### src/source/rmw_cfg_pkg.sv
// default sizes of the counter bank; the rtl takes its real widths from module parameters
package rmw_cfg_pkg;

  // ---------------------------------------------------------------------
  // default widths
  // ---------------------------------------------------------------------

  // the bank holds two to the power of this many counters
  localparam int unsigned ADDR_W_DEF = 6;

  // counters wrap modulo two to this width
  localparam int unsigned DATA_W_DEF = 16;

  // the tag is opaque to the design and only returned with the response
  localparam int unsigned TAG_W_DEF = 4;

  // ---------------------------------------------------------------------
  // vectors at the default widths
  // ---------------------------------------------------------------------

  typedef logic [ADDR_W_DEF-1:0] addr_t;
  typedef logic [DATA_W_DEF-1:0] count_t;
  typedef logic [TAG_W_DEF-1:0]  tag_t;

endpackage

### src/source/rmw_cmd_pkg.sv
// opcode encoding and command word layout; bit 0 of the opcode must stay the write flag
package rmw_cmd_pkg;

  // ---------------------------------------------------------------------
  // opcodes
  // ---------------------------------------------------------------------

  localparam int unsigned OP_W = 2;

  typedef logic [OP_W-1:0] opcode_t;

  // every command returns the old value, only bit 0 decides whether it writes back
  localparam opcode_t OP_READ  = 2'b00;
  localparam opcode_t OP_ADD   = 2'b01;
  localparam opcode_t OP_CLEAR = 2'b11;

  // ---------------------------------------------------------------------
  // command word layout, low bits first
  // ---------------------------------------------------------------------

  // the opcode sits at the bottom so the pipe finds the write flag at bit 0
  localparam int unsigned CMD_OP_LSB   = 0;
  localparam int unsigned CMD_WR_BIT   = CMD_OP_LSB;
  localparam int unsigned CMD_OPND_LSB = CMD_OP_LSB + OP_W;

  // the tag follows the operand, so its position depends on the counter width
  function automatic int unsigned cmd_tag_lsb(input int unsigned data_w);
    return CMD_OPND_LSB + data_w;
  endfunction

  function automatic int unsigned cmd_width(input int unsigned data_w, input int unsigned tag_w);
    return OP_W + data_w + tag_w;
  endfunction

endpackage

### src/source/counter_ram.sv
// counter storage with no reset and no read-during-write bypass; the read returns old data
`timescale 1ns/1ps

module counter_ram #(
  parameter int unsigned ADDR_WIDTH = rmw_cfg_pkg::ADDR_W_DEF,
  parameter int unsigned DATA_WIDTH = rmw_cfg_pkg::DATA_W_DEF
) (
  input  logic                  clk,
  input  logic                  rd_valid,
  input  logic [ADDR_WIDTH-1:0] rd_addr,
  output logic [DATA_WIDTH-1:0] rd_data,
  input  logic                  wr_valid,
  input  logic [ADDR_WIDTH-1:0] wr_addr,
  input  logic [DATA_WIDTH-1:0] wr_data
);

  localparam int unsigned DEPTH = 1 << ADDR_WIDTH;

  typedef logic [DATA_WIDTH-1:0] word_t;

  // one entry per counter address
  word_t mem [DEPTH];

  // write port
  always_ff @(posedge clk) begin
    if (wr_valid) begin
      mem[wr_addr] <= wr_data;
    end
  end

  // registered read, the output holds while rd_valid is low
  always_ff @(posedge clk) begin
    if (rd_valid) begin
      rd_data <= mem[rd_addr];
    end
  end

endmodule

### src/source/counter_update.sv
// new counter value from the opcode; purely combinational and only meaningful for writing ops
`timescale 1ns/1ps

module counter_update #(
  parameter int unsigned DATA_WIDTH = rmw_cfg_pkg::DATA_W_DEF
) (
  input  rmw_cmd_pkg::opcode_t  op,
  input  logic [DATA_WIDTH-1:0] old_value,
  input  logic [DATA_WIDTH-1:0] operand,
  output logic [DATA_WIDTH-1:0] new_value
);
  import rmw_cmd_pkg::*;

  typedef logic [DATA_WIDTH-1:0] word_t;

  word_t sum;

  // the sum is truncated to the counter width, so the counter wraps
  assign sum = old_value + operand;

  // ---------------------------------------------------------------------
  // opcode decode
  // ---------------------------------------------------------------------

  always_comb begin
    case (op)
      OP_ADD: begin
        new_value = sum;
      end
      OP_CLEAR: begin
        new_value = '0;
      end
      OP_READ: begin
        // a read never writes, so the value only has to be well defined
        new_value = old_value;
      end
      default: begin
        // the spare encoding leaves the counter as it is
        new_value = old_value;
      end
    endcase
  end

endmodule

### src/source/rmw_mem_pipe.sv
// four-stage rmw pipe that never stalls; needs a ram with a one-cycle registered read
`timescale 1ns/1ps

module rmw_mem_pipe #(
  parameter int unsigned CMD_WIDTH  = rmw_cmd_pkg::OP_W,
  parameter int unsigned ADDR_WIDTH = rmw_cfg_pkg::ADDR_W_DEF,
  parameter int unsigned DATA_WIDTH = rmw_cfg_pkg::DATA_W_DEF
) (
  input  logic                  clk,
  input  logic                  rst_n,
  input  logic                  cmd_valid,
  input  logic [CMD_WIDTH-1:0]  cmd,
  input  logic [ADDR_WIDTH-1:0] addr,
  output logic                  p0_mem_rd_valid,
  output logic [ADDR_WIDTH-1:0] p0_mem_rd_addr,
  input  logic [DATA_WIDTH-1:0] p1_mem_rd_data,
  output logic                  p2_cmd_valid,
  output logic [CMD_WIDTH-1:0]  p2_cmd,
  output logic [DATA_WIDTH-1:0] p2_mem_rd_data,
  input  logic [DATA_WIDTH-1:0] p2_write_data,
  output logic                  p3_mem_wr_valid,
  output logic [ADDR_WIDTH-1:0] p3_mem_wr_addr,
  output logic [DATA_WIDTH-1:0] p3_mem_wr_data
);
  import rmw_cmd_pkg::*;

  typedef logic [CMD_WIDTH-1:0]  cmd_word_t;
  typedef logic [ADDR_WIDTH-1:0] word_addr_t;
  typedef logic [DATA_WIDTH-1:0] word_t;

  logic       cmd_wr;
  logic       p0_wr;
  logic       p1_valid;
  logic       p1_wr;
  logic       p2_wr;
  cmd_word_t  p0_cmd;
  cmd_word_t  p1_cmd;
  word_addr_t p1_addr;
  word_addr_t p2_addr;
  word_t      p1_old_value;

  // forwarding selects, each set while the command is in p0 and used in p1
  logic       fwd_p2_sel;
  logic       fwd_p3_sel;
  logic       fwd_ret_sel;
  word_t      fwd_ret_data;

  // every command reads, and only those with the write flag set go on to write
  assign cmd_wr = cmd_valid && cmd[CMD_WR_BIT];

  // ---------------------------------------------------------------------
  // stage valids and address compares
  // ---------------------------------------------------------------------

  always_ff @(posedge clk or negedge rst_n) begin
    if (!rst_n) begin
      p0_mem_rd_valid <= 1'b0;
      p0_wr           <= 1'b0;
      p1_valid        <= 1'b0;
      p1_wr           <= 1'b0;
      p2_cmd_valid    <= 1'b0;
      p2_wr           <= 1'b0;
      p3_mem_wr_valid <= 1'b0;
      fwd_p2_sel      <= 1'b0;
      fwd_p3_sel      <= 1'b0;
      fwd_ret_sel     <= 1'b0;
    end else begin
      p0_mem_rd_valid <= cmd_valid;
      p0_wr           <= cmd_wr;
      p1_valid        <= p0_mem_rd_valid;
      p1_wr           <= p0_wr;
      p2_cmd_valid    <= p1_valid;
      p2_wr           <= p1_wr;
      p3_mem_wr_valid <= p2_wr;
      // the write now in p1 will be producing its data in p2 when this command enters p2
      fwd_p2_sel      <= p1_wr && (p1_addr == p0_mem_rd_addr);
      // the write now in p2 will sit in p3 at that point
      fwd_p3_sel      <= p2_wr && (p2_addr == p0_mem_rd_addr);
      // a write retiring on the same edge as this read is missed by the ram
      fwd_ret_sel     <= p3_mem_wr_valid && (p3_mem_wr_addr == p0_mem_rd_addr);
    end
  end

  // ---------------------------------------------------------------------
  // old value select on entry to p2
  // ---------------------------------------------------------------------

  // the youngest older write to the same counter wins over the rest
  always_comb begin
    if (fwd_p2_sel) begin
      p1_old_value = p2_write_data;
    end else if (fwd_p3_sel) begin
      p1_old_value = p3_mem_wr_data;
    end else if (fwd_ret_sel) begin
      p1_old_value = fwd_ret_data;
    end else begin
      p1_old_value = p1_mem_rd_data;
    end
  end

  // ---------------------------------------------------------------------
  // payload registers, loaded only when their stage takes a command
  // ---------------------------------------------------------------------

  always_ff @(posedge clk) begin
    if (cmd_valid) begin
      p0_cmd         <= cmd;
      p0_mem_rd_addr <= addr;
    end
    if (p0_mem_rd_valid) begin
      p1_cmd       <= p0_cmd;
      p1_addr      <= p0_mem_rd_addr;
      // keep the retiring write data, it is gone from p3 by the next cycle
      fwd_ret_data <= p3_mem_wr_data;
    end
    if (p1_valid) begin
      p2_cmd         <= p1_cmd;
      p2_addr        <= p1_addr;
      p2_mem_rd_data <= p1_old_value;
    end
    if (p2_wr) begin
      p3_mem_wr_addr <= p2_addr;
      p3_mem_wr_data <= p2_write_data;
    end
  end

endmodule

### src/source/counter_rmw_top.sv
// counter bank top; takes one command every cycle with cmd_valid high and has no back-pressure
`timescale 1ns/1ps

module counter_rmw_top #(
  parameter int unsigned ADDR_WIDTH = rmw_cfg_pkg::ADDR_W_DEF,
  parameter int unsigned DATA_WIDTH = rmw_cfg_pkg::DATA_W_DEF,
  parameter int unsigned TAG_WIDTH  = rmw_cfg_pkg::TAG_W_DEF
) (
  input  logic                  clk,
  input  logic                  rst_n,
  input  logic                  cmd_valid,
  input  rmw_cmd_pkg::opcode_t  cmd_op,
  input  logic [ADDR_WIDTH-1:0] cmd_addr,
  input  logic [DATA_WIDTH-1:0] cmd_operand,
  input  logic [TAG_WIDTH-1:0]  cmd_tag,
  output logic                  rsp_valid,
  output logic [DATA_WIDTH-1:0] rsp_data,
  output logic [TAG_WIDTH-1:0]  rsp_tag
);
  import rmw_cmd_pkg::*;

  localparam int unsigned CMD_WIDTH = cmd_width(DATA_WIDTH, TAG_WIDTH);
  localparam int unsigned TAG_LSB   = cmd_tag_lsb(DATA_WIDTH);

  logic [CMD_WIDTH-1:0]  cmd_word;
  logic                  p0_mem_rd_valid;
  logic [ADDR_WIDTH-1:0] p0_mem_rd_addr;
  logic [DATA_WIDTH-1:0] p1_mem_rd_data;
  logic                  p2_cmd_valid;
  logic [CMD_WIDTH-1:0]  p2_cmd;
  logic [DATA_WIDTH-1:0] p2_mem_rd_data;
  logic [DATA_WIDTH-1:0] p2_write_data;
  opcode_t               p2_op;
  logic [DATA_WIDTH-1:0] p2_operand;
  logic                  p3_mem_wr_valid;
  logic [ADDR_WIDTH-1:0] p3_mem_wr_addr;
  logic [DATA_WIDTH-1:0] p3_mem_wr_data;

  // ---------------------------------------------------------------------
  // command word packing
  // ---------------------------------------------------------------------

  // tag on top, operand in the middle, opcode at the bottom
  assign cmd_word   = {cmd_tag, cmd_operand, cmd_op};
  assign p2_op      = p2_cmd[CMD_OP_LSB +: OP_W];
  assign p2_operand = p2_cmd[CMD_OPND_LSB +: DATA_WIDTH];

  // the response leaves from p2 with the forwarded old value
  assign rsp_valid = p2_cmd_valid;
  assign rsp_data  = p2_mem_rd_data;
  assign rsp_tag   = p2_cmd[TAG_LSB +: TAG_WIDTH];

  // ---------------------------------------------------------------------
  // pipe, storage and update
  // ---------------------------------------------------------------------

  rmw_mem_pipe #(
    .CMD_WIDTH  (CMD_WIDTH),
    .ADDR_WIDTH (ADDR_WIDTH),
    .DATA_WIDTH (DATA_WIDTH)
  ) u_pipe (
    .clk             (clk),
    .rst_n           (rst_n),
    .cmd_valid       (cmd_valid),
    .cmd             (cmd_word),
    .addr            (cmd_addr),
    .p0_mem_rd_valid (p0_mem_rd_valid),
    .p0_mem_rd_addr  (p0_mem_rd_addr),
    .p1_mem_rd_data  (p1_mem_rd_data),
    .p2_cmd_valid    (p2_cmd_valid),
    .p2_cmd          (p2_cmd),
    .p2_mem_rd_data  (p2_mem_rd_data),
    .p2_write_data   (p2_write_data),
    .p3_mem_wr_valid (p3_mem_wr_valid),
    .p3_mem_wr_addr  (p3_mem_wr_addr),
    .p3_mem_wr_data  (p3_mem_wr_data)
  );

  counter_ram #(
    .ADDR_WIDTH (ADDR_WIDTH),
    .DATA_WIDTH (DATA_WIDTH)
  ) u_ram (
    .clk      (clk),
    .rd_valid (p0_mem_rd_valid),
    .rd_addr  (p0_mem_rd_addr),
    .rd_data  (p1_mem_rd_data),
    .wr_valid (p3_mem_wr_valid),
    .wr_addr  (p3_mem_wr_addr),
    .wr_data  (p3_mem_wr_data)
  );

  counter_update #(
    .DATA_WIDTH (DATA_WIDTH)
  ) u_update (
    .op        (p2_op),
    .old_value (p2_mem_rd_data),
    .operand   (p2_operand),
    .new_value (p2_write_data)
  );

endmodule

### config.mk
export PLATFORM = sky130hd
export DESIGN_NAME = counter_rmw_top
export DESIGN_NICKNAME = d
export VERILOG_FILES = /design/src/source/rmw_cfg_pkg.sv /design/src/source/rmw_cmd_pkg.sv /design/src/source/counter_ram.sv /design/src/source/counter_update.sv /design/src/source/rmw_mem_pipe.sv /design/src/source/counter_rmw_top.sv
export SDC_FILE = /design/constraint.sdc
export NUM_CORES = 1
export LEC_CHECK = 0
export BUFFER_PORTS_ARGS = -buffer_cell sky130_fd_sc_hd__buf_2
export CORE_MARGIN = 2
export CORE_UTILIZATION = 55
export CTS_CLUSTER_DIAMETER = 100
export DETAILED_ROUTE_END_ITERATION = 6
export GPL_ROUTABILITY_DRIVEN = 0
export MAX_ROUTING_LAYER = met4
export PLACE_DENSITY_LB_ADDON = 0.2
export SLEW_MARGIN = 10
export SYNTH_ARGS = -nofsm -noshare
export SYNTH_HDL_FRONTEND = slang
export SYNTH_SLANG_ARGS = --single-unit
### constraint.sdc
create_clock -name clk -period 2.5 [get_ports clk]
set_input_delay 0 -clock clk [delete_from_list [all_inputs] [get_ports clk]]
set_output_delay 0 -clock clk [all_outputs]
set_load 0.03 [all_outputs]
==> results of run 1 <==
state kept, by name, summed over array words and instances (netlist names), 6 cells and up:
name and count:
u_pipe.p1_addr 6, u_pipe.p3_mem_wr_data 16, u_pipe.p0_cmd 22, u_pipe.fwd_ret_data 16, u_ram.rd_data 16, u_pipe.p1_cmd 22, u_pipe.p2_addr 6, u_pipe.p0_mem_rd_addr 6
u_pipe.p2_mem_rd_data 16, u_pipe.p3_mem_wr_addr 6, u_pipe.p2_cmd 22, u_ram.mem 1024
metrics by stage:
step                      hold slack (ns)  util (%)
after floorplan                    -0.296         -
after global placement             -0.110      60.1
after detailed placement           -0.103      60.1
after CTS                         0.00431      65.0
after global routing               0.0219      65.5
final                              0.0366      65.5
report_power, final:
part | switching, W | total, W | internal, W | leakage [nW]
Clock | 0.00706 | 0.0160 | 0.00890 | 1.67
Combinational | 0.00190 | 0.00346 | 0.00156 | 4.96
Sequential | 0.000188 | 0.0224 | 0.0222 | 10.8
worst paths after layout:
check,end,from
max in group asynchronous,u_pipe.p1_valid$_DFF_PN0_,rst_n
min reg2reg,u_pipe.p1_wr$_DFF_PN0_,u_pipe.p0_wr$_DFF_PN0_
min,u_pipe.p0_mem_rd_addr[4]$_DFFE_PP_,cmd_addr[4]
max reg2reg,u_ram.rd_data[4]$_DFFE_PP_,u_pipe.p0_mem_rd_addr[0]$_DFFE_PP_
min in group asynchronous,u_pipe.p3_mem_wr_valid$_DFF_PN0_,rst_n
max,u_ram.rd_data[4]$_DFFE_PP_,u_pipe.p0_mem_rd_addr[0]$_DFFE_PP_
cell type report:
| class | instances | area [sq um] |
|---|---|---|
| Clock inverter | 57 | 359 |
| Multi-Input combinational cell | 775 | 9950 |
| Fill cell | 5216 | 28400 |
| Antenna cell | 2 | 5.00 |
| Sequential cell | 1188 | 35600 |
| Inverter | 12 | 45.0 |
| Tap cell | 1070 | 1340 |
| Timing Repair Buffer | 341 | 3530 |
| Clock buffer | 150 | 3070 |
cell families after synthesis:
group / after synthesis / synth area share [%]
flops: 1188 / 77.6
compound gates: 175 / 2.49
mux: 338 / 15.4
simple gates: 219 / 2.24
fa+ha+maj: 16 / 0.453
xor+xnor: 27 / 0.515
buf+inv: 123 / 1.26
per-layer routing:
metal  vias up  share of wire (%)
met1     11900                 40
met4         0                3.4
met2      1083                 48
met5         -                  0
met3       178                8.1
li1       9472                  -
timing repair:
item,4_1_cts,5_1_grt
pin swaps,5,8
endpoints found under the setup margin,17,26
hold buffers,32,0
endpoints found under the hold margin,68,0
gates cloned,5,3
gates resized for setup,26,37
setup buffers,9,16
placed cells by master (no fill, tap or decap), types with 33 or more instances in the layout:
cell	n
mux4_2	295
edfxtp_1	1178
nor2b_1	33
nand2_1	33
a21oi_1	45
mux2i_1	40
buf_4	178
nor2_1	102
buf_2	51
clkbuf_16	121
buf_12	59
critical path, stage by stage, from the launching register on:
cell	delay, ns
edfxtp_1	0.36
buf_6	0.12
buf_12	0.20
buf_16	0.18
mux4_2	0.49
mux4_2	0.53
a22o_1	0.29
a221o_1	0.26
==> out/results.tsv, run 1 <==
metric	value	unit
run status	finished, violations left	
failing checks	design-rule violations, negative setup slack	
Starting Density	55.7	%
placed cell areas	49500	sq um
unrepaired setup endpoints after global routing	yes	
routed via count	22600	
CP Class	flip-flop to flip-flop	
YS warnings	0	
Synth cell types	52	
mapped cell area	45900	sq um
startpoint types	flip-flop	
dominant cells by area after synthesis	edfxtp_1 77%, mux4_2 14%, mux2i_1 0.92%, nor2_1 0.83%, a21oi_1 0.56%	
Worst-Skew Late Latency	0.68	ns
#FFs+latches synth	1188	
Num CTS Buffers	116	
TNS Setup	-1.76	ns
prevailing post-synth register cell	edfxtp_1	
leading area contributor after synthesis	edfxtp_1	
Post-DP HPWL	64400	um
PnR worst setup slack	-0.184	ns
CTS clock-pin slew for the worst setup and hold paths	0.06	ns
nets	2481	
Starting DRT DRC Count	2425	
Total GRT Usage	26.1	%
routed len/inst	29.9	um
io pins	52	
initial antenna violation count	1	
first-pass GRT wire length	155000	um
Req. time, crit path	2.94	ns
Max FO, Critical Path	10	
Synth top area share	77.1	%
DIE AREA	85800	sq um
Seq/Total Area, Yosys	77.6	%
met1 global-route usage	35.6	%
port bufs	51	
vias in the first global route	22900	
Hold Vio Cnt, Final	0	
max-cap viol count	0	
Synth Area per Inst	22.0	sq um
Worst Skew	0.0310	ns
GRT overflow	0	
r2r setup slk	-0.18	ns
Design Area, Final	53900	sq um
crit share post-route	107	%
Max clock buf depth	3	
Hold WC Path Type	input port to flip-flop	
fin cells	3595	
core area	82400	sq um
synth cell count leaders	1178 x edfxtp_1, 295 x mux4_2, 102 x nor2_1	
power density cells	776	nW/um^2
CTS tree	yes	
Area Overhead vs Synth	17.5	%
Syn Inst Count	2086	
Worst setup EP type	flip-flop	
Cell Rows	105	
final count of pins violating max slew	0	
ys async rst share	0.842	%
number of enable flip-flop cells after synthesis	1178	
Worst Hold Depth	2	
total wire length	108000	um
Tmin final	2.68	ns
Max VDD drop	0.596	mV
placed cells	3323	
most frequent cell after synthesis	edfxtp_1	
Register-to-Register Path Depth	7	
total clock sinks	1188	
Final Power	0.0418	W
GR Layer Usage met3	5.02	%
gr busiest metal	met2	
Finish-stage setup viols	16	
share of cells above drive strength 1	31.6	%
syn_nets	2133	
drt pass-1 iters	7	
Die X	293	um
pre-CTS WS	-0.372	ns
crit path DAT	3.12	ns
DR vias/cell	6.29	
maximum clock rate	0.373	GHz
max_slew headroom	33.6	%
Lkg Pwr	17.5	nW
largest net degree at the start of global routing	67	
met2 Use GR	39.9	%
DR DRC count	1	
Worst-Margin Slew	0.996	ns
H-Tree Depth	3	
CTS Root Cell	clkbuf_16	
Antenna Nets Post-Route	0	
Die Ht	293	um
Power figures use the tool's default switching activity.
==> inputs of run 2 (changes only) <==
==> constraint.sdc (replaced) <==
create_clock -name clk -period 2.2 [get_ports clk]
set_input_delay 0 -clock clk [delete_from_list [all_inputs] [get_ports clk]]
set_output_delay 0 -clock clk [all_outputs]
set_load 0.03 [all_outputs]
==> run 2 against run 1 <==
Effect of this change: the flow finishes with violations (negative setup slack); largest power group unchanged; via count rose by 1.3%; total power grew 15%; combinational power up 21%; cell count rose by 1.0%; register-to-register slack got worse by 0.29 ns; setup slack worse by 0.29 ns.
==> out/results.tsv, run 2 (synthesis gave the netlist of run 1 again) <==
metric	value	unit
placed cells	3355	
PnR worst setup slack	-0.479	ns
drt pass-1 iters	5	
io pins	52	
nets	2511	
Tmin final	2.68	ns
fin cells	3631	
power density cells	881	nW/um^2
Lkg Pwr	17.8	nW
Worst setup EP type	flip-flop	
Cell Rows	105	
Worst-Margin Slew	0.842	ns
ANT cells	0	
routed len/inst	29.4	um
share of cells above drive strength 1	34.4	%
port bufs	51	
Max VDD drop	0.687	mV
fin util	66.6	%
CTS tree	yes	
internal power	0.0376	W
Die Ht	293	um
Largest register FFs	1024	
first-pass GRT wire length	156000	um
final count of pins violating max slew	0	
CP Class	flip-flop to flip-flop	
Final Power	0.0483	W
Comb pwr share	8.7	%
r2r setup slk	-0.48	ns
most frequent cells in the layout	1178 x edfxtp_1, 295 x mux4_2, 186 x buf_4	
Max FO, Critical Path	8	
Antenna Nets Post-Route	0	
routed via count	22900	
Worst Hold Depth	2	
Psw	0.0107	W
Req. time, crit path	2.62	ns
CTS clock-pin slew for the worst setup and hold paths	0.06	ns
initial antenna violation count	1	
Clock power frac	38.7	%
sequential share of power	52.6	%
Starting Density	55.7	%
Worst-Skew Late Latency	0.69	ns
Finish-stage setup viols	23	
fill count	5142	
max_slew headroom	43.9	%
Hold Vio Cnt, Final	0	
Design Area, Final	54800	sq um
Total GRT Usage	25.9	%
Max clock buf depth	3	
DR vias/cell	6.31	
max-cap viol count	0	
Num CTS Buffers	115	
startpoint types	flip-flop	
GRT overflow	0	
Die X	293	um
H-Tree Depth	3	
Worst Skew	0.0200	ns
DR DRC count	0	
maximum clock rate	0.373	GHz
core area	82400	sq um
sw frac	22.1	%
Post-DP HPWL	62800	um
Register-to-Register Path Depth	7	
vias in the first global route	23400	
crit share post-route	122	%
placed cell areas	50000	sq um
commonest non-fill, non-tap cell in the layout	edfxtp_1	
pre-CTS WS	-0.802	ns
DIE AREA	85800	sq um
run status	finished, violations left	
CTS Root Cell	clkbuf_16	
largest net degree at the start of global routing	67	
Hold WC Path Type	input port to flip-flop	
Area Overhead vs Synth	19.5	%
total wire length	107000	um
unrepaired setup endpoints after global routing	yes	
crit path DAT	3.10	ns
Biggest register	u_ram.mem	
failing checks	negative setup slack	
Starting DRT DRC Count	2794	
total clock sinks	1188	
## run 2: cell count changes in the layout (fill, tap and decap cells not counted), moves of 6 or more
cell      previous run  this run
a21oi_1             45        39
buf_4              178       186
a21oi_2              5        12
nor2_2               0        12
buf_12              59        79
ha_1                13         7
clkbuf_1            32        24
nor2_1             102        90
o21ai_0             17        11
## run 2: worst max-delay path, stage by stage, from the launching register on
cell      delay [ns]
edfxtp_1        0.38
buf_4           0.13
buf_8           0.13
buf_12          0.15
mux4_2          0.52
mux4_2          0.53
a22o_1          0.28
a221o_1         0.29
## run 2: stage by stage
| step | TNS (ns) | hold WS (ns) |
|---|---|---|
| floorplan | -1.77 | -0.296 |
| global placement | -9.68 | -0.119 |
| detailed placement | -10.06 | -0.116 |
| CTS | -7.15 | 0.00255 |
| global route | -9.59 | 0.0217 |
| finish | -7.46 | 0.0382 |
## run 2: worst paths after layout
path | endpoint | from
max reg2reg | u_ram.rd_data[10]$_DFFE_PP_ | u_pipe.p0_mem_rd_addr[0]$_DFFE_PP_
max | u_ram.rd_data[10]$_DFFE_PP_ | u_pipe.p0_mem_rd_addr[0]$_DFFE_PP_
min | u_pipe.p0_mem_rd_addr[5]$_DFFE_PP_ | cmd_addr[5]
max in group asynchronous | u_pipe.p1_valid$_DFF_PN0_ | rst_n
min reg2reg | u_pipe.p1_wr$_DFF_PN0_ | u_pipe.p0_wr$_DFF_PN0_
min in group asynchronous | u_pipe.p3_mem_wr_valid$_DFF_PN0_ | rst_n
## run 2: area by class of cell
cell class | count | area [sq um] | area share [%]
inverter | 12 | 45.0 | 0.0822
timing repair buffer | 372 | 4000 | 7.30
sequential | 1188 | 35600 | 65.0
tap | 1070 | 1340 | 2.44
clock inverter | 72 | 542 | 0.988
multi-input combinational | 775 | 10200 | 18.7
clock buffer | 142 | 3040 | 5.55
## run 2: repair_timing
action,CTS,global route
endpoints found under the setup margin,33,31
hold endpoints to repair,68,0
hold buffers,32,0
buffers inserted,9,15
pin swaps,28,22
resized for setup,55,50
gates cloned,2,5
## run 2: power by group through the flow
| stage | clock network [W] | registers [W] | logic [W] |
|---|---|---|---|
| floorplan | 0 | 0.0261 | 0.00207 |
| global placement | 0 | 0.0259 | 0.00367 |
| detailed placement | 0 | 0.0259 | 0.00375 |
| CTS | 0.0190 | 0.0254 | 0.00401 |
| global route | 0.0198 | 0.0254 | 0.00443 |
| finish | 0.0187 | 0.0254 | 0.00419 |
## run 2: metal layers
layer / wire length (um) / vias to the layer above / global-route usage (%)
li1: - / 9545 / -
met1: 43100 / 12200 / 36.4
met2: 52000 / 1011 / 40.1
met3: 8580 / 164 / 3.92
met4: 2910 / 0 / 7.69
met5: 0 / - / -
